--- src/verilog/core_defines.svh ---
// Core sizing macros
// Data width, register count and multiplier depth shared by the issue pipeline

`ifndef CORE_DEFINES_SVH
`define CORE_DEFINES_SVH

// Data and pc width
`define CORE_XLEN 32

// Architectural registers, x0 included
`define CORE_NREGS 32
`define CORE_RADDR_W $clog2(`CORE_NREGS)

// Multiply pipeline depth, 2 to 4 supported
`define CORE_MUL_STAGES 3

`endif

--- src/verilog/isa_pkg.sv ---
// RISC-V integer subset encodings
// Instruction fields, major opcodes and funct codes used by decode

package isa_pkg;

    // Major opcodes of the supported subset
    typedef enum logic [6:0] {
        OPC_LUI    = 7'b0110111,
        OPC_AUIPC  = 7'b0010111,
        OPC_JAL    = 7'b1101111,
        OPC_OP_IMM = 7'b0010011,
        OPC_OP     = 7'b0110011,
        OPC_SYSTEM = 7'b1110011
    } opcode_e;

    // ALU funct3 codes shared by OP and OP-IMM
    typedef enum logic [2:0] {
        F3_ADD = 3'b000,
        F3_SLT = 3'b010,
        F3_XOR = 3'b100,
        F3_OR  = 3'b110,
        F3_AND = 3'b111
    } funct3_e;

    localparam logic [6:0] F7_BASE   = 7'b0000000;
    localparam logic [6:0] F7_ALT    = 7'b0100000;
    localparam logic [6:0] F7_MULDIV = 7'b0000001;

    typedef struct packed {
        logic [6:0] funct7;
        logic [4:0] rs2;
        logic [4:0] rs1;
        logic [2:0] funct3;
        logic [4:0] rd;
        logic [6:0] opcode;
    } instr_t;

    localparam logic [31:0] ECALL_WORD  = 32'h0000_0073;
    localparam logic [31:0] EBREAK_WORD = 32'h0010_0073;

endpackage

--- src/verilog/pipe_pkg.sv ---
// Pipeline types
// Unit select, ALU operations, exception codes and the issue packet

`include "core_defines.svh"

package pipe_pkg;

    typedef enum logic [1:0] {UNIT_NONE, UNIT_ALU, UNIT_MUL} unit_e;

    typedef enum logic [2:0] {
        ALU_ADD, ALU_SUB, ALU_SLT, ALU_XOR, ALU_OR, ALU_AND, ALU_PASS
    } alu_op_e;

    // Values follow mcause
    typedef enum logic [3:0] {
        EXC_ILLEGAL = 4'd2,
        EXC_BREAK   = 4'd3,
        EXC_ECALL_U = 4'd8,
        EXC_ECALL_S = 4'd9,
        EXC_ECALL_M = 4'd11
    } exc_code_e;

    typedef enum logic [1:0] {PRIV_U = 2'b00, PRIV_S = 2'b01, PRIV_M = 2'b11} priv_e;

    typedef struct packed {
        logic [`CORE_XLEN-1:0]    pc;
        isa_pkg::instr_t          instr;
        logic [`CORE_RADDR_W-1:0] rd;
        logic [`CORE_RADDR_W-1:0] rs1;
        logic [`CORE_RADDR_W-1:0] rs2;
        unit_e                    unit;
        alu_op_e                  alu_op;
        logic                     uses_rs1;
        logic                     uses_rs2;
        logic                     uses_rd;
        logic                     use_imm;
        logic [`CORE_XLEN-1:0]    imm;
        logic [`CORE_XLEN-1:0]    const_val;
    } issue_pkt_t;

endpackage

--- src/verilog/unit_issue_if.sv ---
// Issue channel
// Carries one issued operation from decode to the ALU or multiply path

`timescale 1ns/1ps
`include "core_defines.svh"

interface unit_issue_if;
    import pipe_pkg::*;

    logic                     alu_start;
    logic                     mul_start;
    logic                     mul_ready;
    alu_op_e                  op;
    logic [`CORE_XLEN-1:0]    a;
    logic [`CORE_XLEN-1:0]    b;
    logic [`CORE_RADDR_W-1:0] rd;

    modport decode (output alu_start, mul_start, op, a, b, rd, input mul_ready);
    modport execute (input alu_start, mul_start, op, a, b, rd, output mul_ready);

endinterface
--- src/verilog/decode_issue.sv ---
// Decode and issue stage
// Decodes one instruction, holds it in the issue register and sends it to
// the ALU or multiply path once its registers are free. ECALL, EBREAK and
// illegal words leave as a one-cycle exception pulse.

`timescale 1ns/1ps
`include "core_defines.svh"

module decode_issue (
    input  logic                     clk,
    input  logic                     rst,
    input  logic                     instr_valid,
    input  isa_pkg::instr_t          instr,
    input  logic [`CORE_XLEN-1:0]    pc,
    input  pipe_pkg::priv_e          priv,
    input  logic                     flush,
    output logic                     instr_ready,
    output logic [`CORE_RADDR_W-1:0] rs1_addr,
    output logic [`CORE_RADDR_W-1:0] rs2_addr,
    input  logic [`CORE_XLEN-1:0]    rs1_data,
    input  logic [`CORE_XLEN-1:0]    rs2_data,
    input  logic [`CORE_NREGS-1:0]   busy_mask,
    output logic                     set_busy,
    output logic [`CORE_RADDR_W-1:0] set_rd,
    output logic                     exc_valid,
    output pipe_pkg::exc_code_e      exc_code,
    output logic [`CORE_XLEN-1:0]    exc_tval,
    output logic [`CORE_XLEN-1:0]    exc_pc,
    unit_issue_if.decode             ex
);
    import isa_pkg::*;
    import pipe_pkg::*;

    issue_pkt_t dec_pkt;
    exc_code_e  dec_exc_code;
    alu_op_e    f3_op;
    logic       f3_ok;
    issue_pkt_t iss;
    exc_code_e  iss_exc_code;
    logic       iss_valid;
    logic       iss_exc;
    logic       src_busy;
    logic       rd_busy;
    logic       issue_go;
    logic       exc_take;

    //////////////////////////////////////////////////
    // Decode
    always_comb begin
        f3_ok = 1'b1;
        case (instr.funct3)
            F3_ADD:  f3_op = ALU_ADD;
            F3_SLT:  f3_op = ALU_SLT;
            F3_XOR:  f3_op = ALU_XOR;
            F3_OR:   f3_op = ALU_OR;
            F3_AND:  f3_op = ALU_AND;
            default: begin
                f3_op = ALU_ADD;
                f3_ok = 1'b0;
            end
        endcase
    end

    always_comb begin
        dec_pkt = '0;
        dec_pkt.pc = pc;
        dec_pkt.instr = instr;
        dec_pkt.rd = instr.rd;
        dec_pkt.rs1 = instr.rs1;
        dec_pkt.rs2 = instr.rs2;
        dec_pkt.unit = UNIT_NONE;
        dec_pkt.alu_op = f3_op;
        dec_pkt.imm = {{(`CORE_XLEN-12){instr.funct7[6]}}, instr.funct7, instr.rs2};
        // Constant adder for LUI, AUIPC and the JAL link value
        dec_pkt.const_val = ((instr.opcode == OPC_LUI) ? '0 : pc) +
            ((instr.opcode inside {OPC_LUI, OPC_AUIPC}) ?
             {instr[31:12], 12'b0} : {{(`CORE_XLEN-3){1'b0}}, 3'd4});
        dec_exc_code = EXC_ILLEGAL;
        case (instr.opcode)
            OPC_LUI, OPC_AUIPC, OPC_JAL: begin
                dec_pkt.unit = UNIT_ALU;
                dec_pkt.alu_op = ALU_PASS;
                dec_pkt.uses_rd = 1'b1;
            end
            OPC_OP_IMM: begin
                dec_pkt.unit = f3_ok ? UNIT_ALU : UNIT_NONE;
                dec_pkt.uses_rs1 = 1'b1;
                dec_pkt.uses_rd = 1'b1;
                dec_pkt.use_imm = 1'b1;
            end
            OPC_OP: begin
                dec_pkt.uses_rs1 = 1'b1;
                dec_pkt.uses_rs2 = 1'b1;
                dec_pkt.uses_rd = 1'b1;
                if (instr.funct7 == F7_MULDIV && instr.funct3 == F3_ADD) begin
                    dec_pkt.unit = UNIT_MUL;
                end else if (instr.funct7 == F7_ALT && instr.funct3 == F3_ADD) begin
                    dec_pkt.unit = UNIT_ALU;
                    dec_pkt.alu_op = ALU_SUB;
                end else if (instr.funct7 == F7_BASE && f3_ok) begin
                    dec_pkt.unit = UNIT_ALU;
                end
            end
            OPC_SYSTEM: begin
                if (instr == ECALL_WORD) begin
                    case (priv)
                        PRIV_S:  dec_exc_code = EXC_ECALL_S;
                        PRIV_M:  dec_exc_code = EXC_ECALL_M;
                        default: dec_exc_code = EXC_ECALL_U;
                    endcase
                end else if (instr == EBREAK_WORD) begin
                    dec_exc_code = EXC_BREAK;
                end
            end
            default: dec_exc_code = EXC_ILLEGAL;
        endcase
    end

    //////////////////////////////////////////////////
    // Issue register
    always_ff @(posedge clk) begin
        if (rst) begin
            iss_valid <= 1'b0;
        end else if (instr_ready) begin
            iss_valid <= instr_valid;
        end else if (flush) begin
            iss_valid <= 1'b0;
        end
    end

    always_ff @(posedge clk) begin
        if (instr_ready) begin
            iss <= dec_pkt;
            iss_exc_code <= dec_exc_code;
        end
    end

    // Only excepting words decode to no unit
    assign iss_exc = (iss.unit == UNIT_NONE);

    assign src_busy = (iss.uses_rs1 & busy_mask[iss.rs1]) |
                      (iss.uses_rs2 & busy_mask[iss.rs2]);
    // Pending ALU result keeps rd busy up to its write edge,
    // so a MUL to the same rd waits as well
    assign rd_busy = iss.uses_rd & busy_mask[iss.rd];

    assign issue_go = iss_valid & ~iss_exc & ~flush & ~src_busy & ~rd_busy &
                      ((iss.unit != UNIT_MUL) | ex.mul_ready);
    assign exc_take = iss_valid & iss_exc & ~exc_valid & ~flush;
    assign instr_ready = ~iss_valid | issue_go | exc_take;

    assign rs1_addr = iss.rs1;
    assign rs2_addr = iss.rs2;
    assign set_busy = issue_go & iss.uses_rd & (iss.rd != '0);
    assign set_rd = iss.rd;

    assign ex.alu_start = issue_go & (iss.unit == UNIT_ALU);
    assign ex.mul_start = issue_go & (iss.unit == UNIT_MUL);
    assign ex.op = iss.alu_op;
    assign ex.a = rs1_data;
    assign ex.b = (iss.alu_op == ALU_PASS) ? iss.const_val :
                  iss.use_imm ? iss.imm : rs2_data;
    assign ex.rd = iss.rd;

    //////////////////////////////////////////////////
    // Exception pulse
    always_ff @(posedge clk) begin
        if (rst) begin
            exc_valid <= 1'b0;
        end else begin
            exc_valid <= exc_take;
        end
    end

    always_ff @(posedge clk) begin
        if (exc_take) begin
            exc_code <= iss_exc_code;
            exc_pc <= iss.pc;
            case (iss_exc_code)
                EXC_BREAK:   exc_tval <= iss.pc;
                EXC_ILLEGAL: exc_tval <= iss.instr;
                default:     exc_tval <= '0;
            endcase
        end
    end

endmodule

--- src/verilog/execute_stage.sv ---
// Execute paths
// Single-cycle ALU with a registered result and a valid-tagged
// multiply pipeline that accepts a new operation every cycle

`timescale 1ns/1ps
`include "core_defines.svh"

module execute_stage (
    input  logic                     clk,
    input  logic                     rst,
    unit_issue_if.execute            ex,
    output logic                     alu_wb_valid,
    output logic [`CORE_RADDR_W-1:0] alu_wb_rd,
    output logic [`CORE_XLEN-1:0]    alu_wb_data,
    output logic                     mul_wb_valid,
    output logic [`CORE_RADDR_W-1:0] mul_wb_rd,
    output logic [`CORE_XLEN-1:0]    mul_wb_data
);
    import pipe_pkg::*;

    localparam int STAGES = `CORE_MUL_STAGES;

    logic [`CORE_XLEN-1:0]    alu_result;
    logic [`CORE_XLEN-1:0]    mul_a;
    logic [`CORE_XLEN-1:0]    mul_b;
    logic [`CORE_XLEN-1:0]    mul_lo;
    logic [STAGES-1:0]        mul_valid;
    logic [`CORE_RADDR_W-1:0] mul_rd [STAGES];
    logic [`CORE_XLEN-1:0]    mul_prod [1:STAGES-1];

    //////////////////////////////////////////////////
    // ALU
    always_comb begin
        alu_result = '0;
        case (ex.op)
            ALU_ADD:  alu_result = ex.a + ex.b;
            ALU_SUB:  alu_result = ex.a - ex.b;
            ALU_SLT:  alu_result[0] = $signed(ex.a) < $signed(ex.b);
            ALU_XOR:  alu_result = ex.a ^ ex.b;
            ALU_OR:   alu_result = ex.a | ex.b;
            ALU_AND:  alu_result = ex.a & ex.b;
            default:  alu_result = ex.b;
        endcase
    end

    // x0 results are computed but never written
    always_ff @(posedge clk) begin
        if (rst) begin
            alu_wb_valid <= 1'b0;
        end else begin
            alu_wb_valid <= ex.alu_start & (ex.rd != '0);
        end
    end

    always_ff @(posedge clk) begin
        alu_wb_rd <= ex.rd;
        alu_wb_data <= alu_result;
    end

    //////////////////////////////////////////////////
    // Multiplier
    // Stage 0 holds operands, stage 1 on holds the low product word
    assign mul_lo = mul_a * mul_b;
    assign ex.mul_ready = 1'b1;

    always_ff @(posedge clk) begin
        if (rst) begin
            mul_valid <= '0;
        end else begin
            mul_valid <= {mul_valid[STAGES-2:0], ex.mul_start & (ex.rd != '0)};
        end
    end

    always_ff @(posedge clk) begin
        mul_a <= ex.a;
        mul_b <= ex.b;
        mul_rd[0] <= ex.rd;
        mul_prod[1] <= mul_lo;
        for (int i = 1; i < STAGES; i++) begin
            mul_rd[i] <= mul_rd[i-1];
        end
        for (int i = 2; i < STAGES; i++) begin
            mul_prod[i] <= mul_prod[i-1];
        end
    end

    assign mul_wb_valid = mul_valid[STAGES-1];
    assign mul_wb_rd = mul_rd[STAGES-1];
    assign mul_wb_data = mul_prod[STAGES-1];

endmodule

--- src/verilog/issue_core.sv ---
// In-order issue core
// Decode and issue, ALU and multiply paths, and the register file

`timescale 1ns/1ps
`include "core_defines.svh"

module issue_core (
    input  logic                     clk,
    input  logic                     rst,
    input  logic                     instr_valid,
    input  isa_pkg::instr_t          instr,
    input  logic [`CORE_XLEN-1:0]    pc,
    input  pipe_pkg::priv_e          priv,
    input  logic                     flush,
    output logic                     instr_ready,
    output logic                     alu_wb_valid,
    output logic [`CORE_RADDR_W-1:0] alu_wb_rd,
    output logic [`CORE_XLEN-1:0]    alu_wb_data,
    output logic                     mul_wb_valid,
    output logic [`CORE_RADDR_W-1:0] mul_wb_rd,
    output logic [`CORE_XLEN-1:0]    mul_wb_data,
    output logic                     exc_valid,
    output pipe_pkg::exc_code_e      exc_code,
    output logic [`CORE_XLEN-1:0]    exc_tval,
    output logic [`CORE_XLEN-1:0]    exc_pc
);
    logic [`CORE_RADDR_W-1:0] rs1_addr;
    logic [`CORE_RADDR_W-1:0] rs2_addr;
    logic [`CORE_XLEN-1:0]    rs1_data;
    logic [`CORE_XLEN-1:0]    rs2_data;
    logic [`CORE_NREGS-1:0]   busy_mask;
    logic                     set_busy;
    logic [`CORE_RADDR_W-1:0] set_rd;

    unit_issue_if ex_if ();

    decode_issue u_decode (
        .clk(clk), .rst(rst),
        .instr_valid(instr_valid), .instr(instr), .pc(pc), .priv(priv), .flush(flush),
        .instr_ready(instr_ready),
        .rs1_addr(rs1_addr), .rs2_addr(rs2_addr),
        .rs1_data(rs1_data), .rs2_data(rs2_data), .busy_mask(busy_mask),
        .set_busy(set_busy), .set_rd(set_rd),
        .exc_valid(exc_valid), .exc_code(exc_code), .exc_tval(exc_tval), .exc_pc(exc_pc),
        .ex(ex_if)
    );

    execute_stage u_execute (
        .clk(clk), .rst(rst), .ex(ex_if),
        .alu_wb_valid(alu_wb_valid), .alu_wb_rd(alu_wb_rd), .alu_wb_data(alu_wb_data),
        .mul_wb_valid(mul_wb_valid), .mul_wb_rd(mul_wb_rd), .mul_wb_data(mul_wb_data)
    );

    regfile_writeback u_regfile (
        .clk(clk), .rst(rst),
        .rs1_addr(rs1_addr), .rs2_addr(rs2_addr),
        .rs1_data(rs1_data), .rs2_data(rs2_data), .busy_mask(busy_mask),
        .set_busy(set_busy), .set_rd(set_rd),
        .alu_wb_valid(alu_wb_valid), .alu_wb_rd(alu_wb_rd), .alu_wb_data(alu_wb_data),
        .mul_wb_valid(mul_wb_valid), .mul_wb_rd(mul_wb_rd), .mul_wb_data(mul_wb_data)
    );

endmodule

--- src/verilog/regfile_writeback.sv ---
// Register file and scoreboard
// 31 writable registers with two write ports, one per execute path,
// and one busy bit per register set on issue and cleared on writeback

`timescale 1ns/1ps
`include "core_defines.svh"

module regfile_writeback (
    input  logic                     clk,
    input  logic                     rst,
    input  logic [`CORE_RADDR_W-1:0] rs1_addr,
    input  logic [`CORE_RADDR_W-1:0] rs2_addr,
    output logic [`CORE_XLEN-1:0]    rs1_data,
    output logic [`CORE_XLEN-1:0]    rs2_data,
    output logic [`CORE_NREGS-1:0]   busy_mask,
    input  logic                     set_busy,
    input  logic [`CORE_RADDR_W-1:0] set_rd,
    input  logic                     alu_wb_valid,
    input  logic [`CORE_RADDR_W-1:0] alu_wb_rd,
    input  logic [`CORE_XLEN-1:0]    alu_wb_data,
    input  logic                     mul_wb_valid,
    input  logic [`CORE_RADDR_W-1:0] mul_wb_rd,
    input  logic [`CORE_XLEN-1:0]    mul_wb_data
);
    logic [`CORE_XLEN-1:0]  regs [1:`CORE_NREGS-1];
    logic [`CORE_NREGS-1:0] set_mask;
    logic [`CORE_NREGS-1:0] clr_mask;

    // x0 reads as zero
    assign rs1_data = (rs1_addr == '0) ? '0 : regs[rs1_addr];
    assign rs2_data = (rs2_addr == '0) ? '0 : regs[rs2_addr];

    // Scoreboard keeps the two ports on different registers
    always_ff @(posedge clk) begin
        if (alu_wb_valid && alu_wb_rd != '0) begin
            regs[alu_wb_rd] <= alu_wb_data;
        end
        if (mul_wb_valid && mul_wb_rd != '0) begin
            regs[mul_wb_rd] <= mul_wb_data;
        end
    end

    always_comb begin
        set_mask = '0;
        clr_mask = '0;
        if (set_busy) set_mask[set_rd] = 1'b1;
        if (alu_wb_valid) clr_mask[alu_wb_rd] = 1'b1;
        if (mul_wb_valid) clr_mask[mul_wb_rd] = 1'b1;
    end

    always_ff @(posedge clk) begin
        if (rst) begin
            busy_mask <= '0;
        end else begin
            busy_mask <= ((busy_mask & ~clr_mask) | set_mask) &
                         {{(`CORE_NREGS-1){1'b1}}, 1'b0};
        end
    end

endmodule

--- config.mk ---
export PLATFORM = sky130hd
export DESIGN_NAME = issue_core
export DESIGN_NICKNAME = d
export VERILOG_FILES = /design/src/verilog/isa_pkg.sv /design/src/verilog/pipe_pkg.sv /design/src/verilog/unit_issue_if.sv /design/src/verilog/decode_issue.sv /design/src/verilog/execute_stage.sv /design/src/verilog/issue_core.sv /design/src/verilog/regfile_writeback.sv
export VERILOG_INCLUDE_DIRS = /design/src /design/src/verilog
export SDC_FILE = /design/constraint.sdc
export NUM_CORES = 2
export LEC_CHECK = 0
export BUFFER_PORTS_ARGS = -buffer_cell sky130_fd_sc_hd__buf_2
export CAP_MARGIN = 20
export CORE_MARGIN = 4
export CORE_UTILIZATION = 55
export DETAILED_ROUTE_END_ITERATION = 16
export HOLD_SLACK_MARGIN = 0.05
export PLACE_DENSITY = 0.81
export SYNTH_ARGS = -nofsm -noshare
export SYNTH_HDL_FRONTEND = slang
export SYNTH_HIERARCHICAL = 1
export SYNTH_SLANG_ARGS = --single-unit
export TNS_END_PERCENT = 50
--- constraint.sdc ---
create_clock -name clk -period 8.3 [get_ports clk]
set_clock_uncertainty 0.1 [all_clocks]
set_input_delay 0.415 -clock clk [delete_from_list [all_inputs] [get_ports clk]]
set_output_delay 0.415 -clock clk [all_outputs]
set_load 0.02 [all_outputs]
# == Word level (Yosys, flattened, before mapping) ==
# Memories as Yosys holds them, arrays and structs flattened. A register that Yosys moved wholly into a read port is not among the register bits.
# Cells that the tools add are included.
# word_totals
input_bits,70
output_inout_bits,146
ram_bits,1071
n_memories,3
word_cells,175
reg_bits,328
# classes
mul,1
n_bitwise,32
add_sub_neg,3
mux,49
reduce_logical,23
order_cmp,9
eq_ne,26
# memory_table
memory,depth,width,read_ports,rd_clocked_by_memory_dff,write_ports,line,rtl
u_regfile.regs,31,32,2,2,2,regfile_writeback.sv:25,logic [`CORE_XLEN-1:0] regs [1:`CORE_NREGS-1];
u_execute.mul_prod,2,32,2,0,2,execute_stage.sv:29,logic [`CORE_XLEN-1:0] mul_prod [1:STAGES-1];
u_execute.mul_rd,3,5,3,0,3,execute_stage.sv:28,logic [`CORE_RADDR_W-1:0] mul_rd [STAGES];
# ops
operator,count
2-to-1 mux 32 bit,9
one-hot mux 31 bit (6 select lines),1
OR 32 bit,3
adder 32 bit,2
AND 32 bit,2
one-hot mux 32 bit (2 select lines),1
"equality test 32 x 21 -> 1 bit, second input constant",1
"equality test 32 x 7 -> 1 bit, second input constant",1
< comparator 32 bit,1
multiplier 32 x 32 -> 32 bit,1
inverter 32 bit,1
subtractor 32 bit,1
XOR 32 bit,1
"< comparator 5 x 6 -> 1 bit, second input constant",5
"equality test 7 x 6 -> 1 bit, second input constant",3
2-to-1 mux 1 bit,21
"equality test 3 bit, second input constant",6
AND 1 bit,16
binary-select mux 1 bit (select 5 bit),3
demux 1 bit (select 5 bit),3
"greater-or-equal comparator 5 x 1 -> 1 bit, second input constant",3
nonzero test 5 bit,3
"equality test 7 x 5 -> 1 bit, second input constant",2
"equality test 7 bit, second input constant",2
26 further kinds,51

# == Logic depth before layout (Yosys ltp) ==
# depth
ltp_word,11
ltp_mapped,26

# == By module ==
# Netlist, hierarchy kept.
# by_module_without_submodules
mod,instances,area_per_inst_um2,cells_per_inst
regfile_writeback,1,60568.1,4162
execute_stage,1,24613.6,2765
decode_issue,1,9485.3,768

# == Worst setup path before layout ==
# No wires, ideal clock.
# synth_timing
path_kind,reg-to-reg
from,reg u_execute.mul_b[2]
to,mem u_execute/mul_prod[1][26] (netlist name)
arrival_time_ps,6543
path_stages_with_launch,23
setup_slack_ps,1585
setup_ps,72
path_cell_list,dfxtp_1 -> clkbuf_1 -> clkbuf_1 -> nand2_1 -> fa_1 -> fa_1 -> fa_1 -> fa_1 -> inv_1 -> fa_1 -> inv_1 -> fa_1 -> inv_1 -> fa_1 -> fa_1 -> ha_1 -> nand2_1 -> o21ai_0 -> o41a_1 -> a21o_1 -> a31o_2 -> a21oi_1 -> xnor2_1
# synth_lines
item,line,rtl
start: declaration,execute_stage.sv:25,logic [`CORE_XLEN-1:0] mul_b;
start signal: assignment,execute_stage.sv:76,mul_b <= ex.b;
end: declaration,execute_stage.sv:29,

==> flow_summary.rst <==
.. list-table::
   :header-rows: 1

   * - Metric
     - Value
   * - Result of the run
     - finished, final reports clean
   * - Post-synthesis async set-or-reset flop share
     - 0
   * - Clock-pin slew of the registers on the worst-case setup and hold paths
     - around 0.060 ns
   * - Cell with the most instances on the worst path
     - fa_1
   * - Routed wire length
     - about 310000 um
   * - I/O pins
     - 216
   * - Unique masters post-synth
     - 110
   * - Highest-delay cell along the critical path
     - dfxtp_1
   * - Final #Nets
     - just over 8000
   * - Final TNS setup
     - 0 ns
   * - Vias in the first global route
     - about 70000
   * - Fraction of the yosys area taken by sequential cells
     - 0.415
   * - DRC
     - 0
   * - Main area contributors after synthesis
     - edfxtp_1, mux2_2, mux4_2, fa_1, dfxtp_1
   * - Dominant synthesized flop cell
     - edfxtp_1
   * - Number of pins with negative max-slew slack in the final report
     - 0
   * - RD Place Congestion
     - a little under 1
   * - Number of clock sinks
     - 1379
   * - Final clock period utilization by the worst path
     - 0.895
   * - Share of the synthesized area in the top cell type
     - 0.370
   * - Crit path time final
     - between 7 and 8 ns
   * - First-pass GRT wire length
     - roughly 460000 um
   * - Maximum number of buffers from clock root to sink
     - 3
   * - Proportion of layout cells with a drive suffix above 1
     - 0.285
   * - Number of max-capacitance violations reported
     - 0
   * - Half-perimeter wire length of the detailed placement result
     - 200000 um
   * - Buffers plus inverters on the worst setup path
     - 5
   * - Number of antenna violations at the first check in global routing
     - 26
   * - Total number of placement rows
     - around 150
   * - Fin. Hold Viols
     - 0
   * - Endpoint class of the critical path
     - flop
   * - Average wire length per cell after detail routing
     - approximately 31 um
   * - Maximum number of pins on one net before global-route repair
     - 97
   * - Horizontal die dimension
     - ~420 um
   * - Top Family by Delay on Critical Path
     - adder cells
   * - Most numerous cell in the Yosys netlist
     - edfxtp_1
   * - Post-synth net total
     - 8415
   * - Crit Path Category
     - reg -> reg
   * - DRC marker count from the first detailed-route iteration
     - 10100
   * - Root buffer cell
     - clkbuf_16
   * - EDFF count, synth
     - between 1000 and 1500
   * - Total global routing track utilization
     - 0.344
   * - Effective utilization at floorplan
     - 0.556
   * - Total via count in the routed design
     - between 60000 and 70000
   * - Most area-hungry cell type in the Yosys netlist
     - edfxtp_1
   * - Worst skew pair latency
     - around 0.84 ns
   * - Mean post-synth cell area
     - roughly 12 um^2
   * - Iteration count of the initial detailed-routing pass
     - 14
   * - Total number of H-tree levels
     - 4
   * - Number of synthesis warnings
     - 6
   * - Filler Cell Count
     - ~13000
   * - Critical path data required time
     - 8.86 ns
   * - Standard cell core area
     - roughly 0.17 mm^2
   * - Transition at the pin with the smallest max-transition slack
     - 1.16 ns
   * - Post-CTS setup buffer count
     - 0
   * - Post-synthesis instance area
     - 0.0947 mm^2
   * - Remaining max-slew budget at the tightest pin
     - 0.227
   * - Number of I/O port buffers
     - 214
   * - Total Die Area
     - 0.179 mm^2
   * - Synthesis-stage register bit count
     - between 1000 and 1500
   * - Unrepaired setup endpoints after global routing
     - no
   * - Cells after Synth
     - a little under 8000
   * - Post-synthesis to final-layout area growth
     - 9.87%
   * - Highest clock frequency the design can meet
     - approximately 0.13 GHz
   * - # setup viols final
     - 0
   * - Peak fanout along the critical path
     - 28
   * - Worst Path Arrival
     - roughly 8 ns
   * - Worst min-delay path category
     - reg -> reg
   * - Total grt overflow
     - 0
   * - Highest cell delay on the worst timing path
     - about 0.90 ns
   * - Total clock buffers created by CTS
     - 151
   * - Die Ht
     - around 420 um
   * - DRT antenna net count
     - 0
   * - Synth top cells by count
     - edfxtp_1, mux2_2, nand2_1
   * - Average via count per standard cell
     - between 6 and 7
   * - Type of origin of the critical path
     - flop
   * - Clock tree from TritonCTS
     - built
## layer usage
metal	routed length, um	up-vias	track usage
li1	-	27700	-
met4	26500	16	0.242
met3	45900	1448	0.117
met2	136000	5923	0.506
met5	113	-	0
met1	106000	34100	0.426
## path summary, 6_finish.rpt
| check | end | cells after the start | slack [ns] | start |
|---|---|---|---|---|
| worst max register to register | u_execute/mul_prod[1][31] | 25 | 0.87 | u_execute/mul_b[4] |
| worst min-delay path | u_execute/mul_prod[2][13] | 0 | 0.22 | u_execute/mul_prod[1][13] |
| worst min register to register | u_execute/mul_prod[2][13] | 0 | 0.22 | u_execute/mul_prod[1][13] |
| worst max-delay path | u_execute/mul_prod[1][31] | 25 | 0.87 | u_execute/mul_b[4] |
## stage by stage
stage / cell area (um^2) / worst slack [ns] / std cells / hold WS [ns] / util
after floorplan: 94700 / 1.59 / 7695 / 0.210 / -
final: 104000 / 0.870 / 10000 / 0.224 / 0.611
after detailed placement: 97400 / 0.879 / 9630 / 0.212 / 0.572
after CTS: 103000 / 0.908 / 9981 / 0.185 / 0.607
after global routing: 104000 / 0.481 / 10000 / 0.228 / 0.611
after global placement: 97300 / 0.940 / 9626 / 0.211 / 0.572
## cells in the final DEF, fill, tap and decap left out, drive strengths merged, types with 79 or more instances in the layout
master	n
fa	410
o21ai	194
nor2	253
mux4	401
a21oi	270
edfxtp	1167
mux2	1061
nand3	81
buf	443
xnor2	102
nand2	599
and2	327
inv	507
ha	240
dfxtp	212
a211oi	79
mux2i	256
clkbuf	200
## layout make-up
| type | instances | area [um^2] | share of cell area |
|---|---|---|---|
| Sequential cell | 1379 | 39300 | 0.378 |
| Clock buffer | 199 | 4090 | 0.0393 |
| Tap cell | 2295 | 2870 | 0.0276 |
| Inverter | 503 | 1890 | 0.0182 |
| Clock inverter | 79 | 1040 | 0.00996 |
| Timing Repair Buffer | 517 | 4270 | 0.0411 |
| Antenna cell | 19 | 47.5 | 0.000457 |
| Multi-Input combinational cell | 5035 | 50500 | 0.486 |
## kinds of logic after synthesis
logic type / after synthesis / share of synthesized area
AOI/OAI and AO/OA: 982 / 0.0684
other: 3 / 0.000119
adders and majority gates: 650 / 0.118
and+or+nand+nor: 1546 / 0.0795
buffers and inverters: 1281 / 0.0573
xor gates and xnor gates: 136 / 0.0126
DFF: 1379 / 0.415
muxes: 1718 / 0.249
## sequential cells by signal, summed over array words and instances, names as in the netlist, 32 cells and up
register and flops:
u_decode/exc_pc 32, u_execute/mul_a 32, u_decode/exc_tval 32, u_regfile/regs 992, u_execute/alu_wb_data 32, u_execute/mul_b 32
u_execute/mul_prod 64, u_decode/iss 88
## timing repair
| item | CTS | global route |
|---|---|---|
| hold buffers | 73 | 0 |
| hold endpoints to repair | 118 | 0 |
| resized for setup | 0 | 0 |
Power is not shown: default switching activity piles up to over one toggle a cycle in this logic, so the estimate is an artifact.
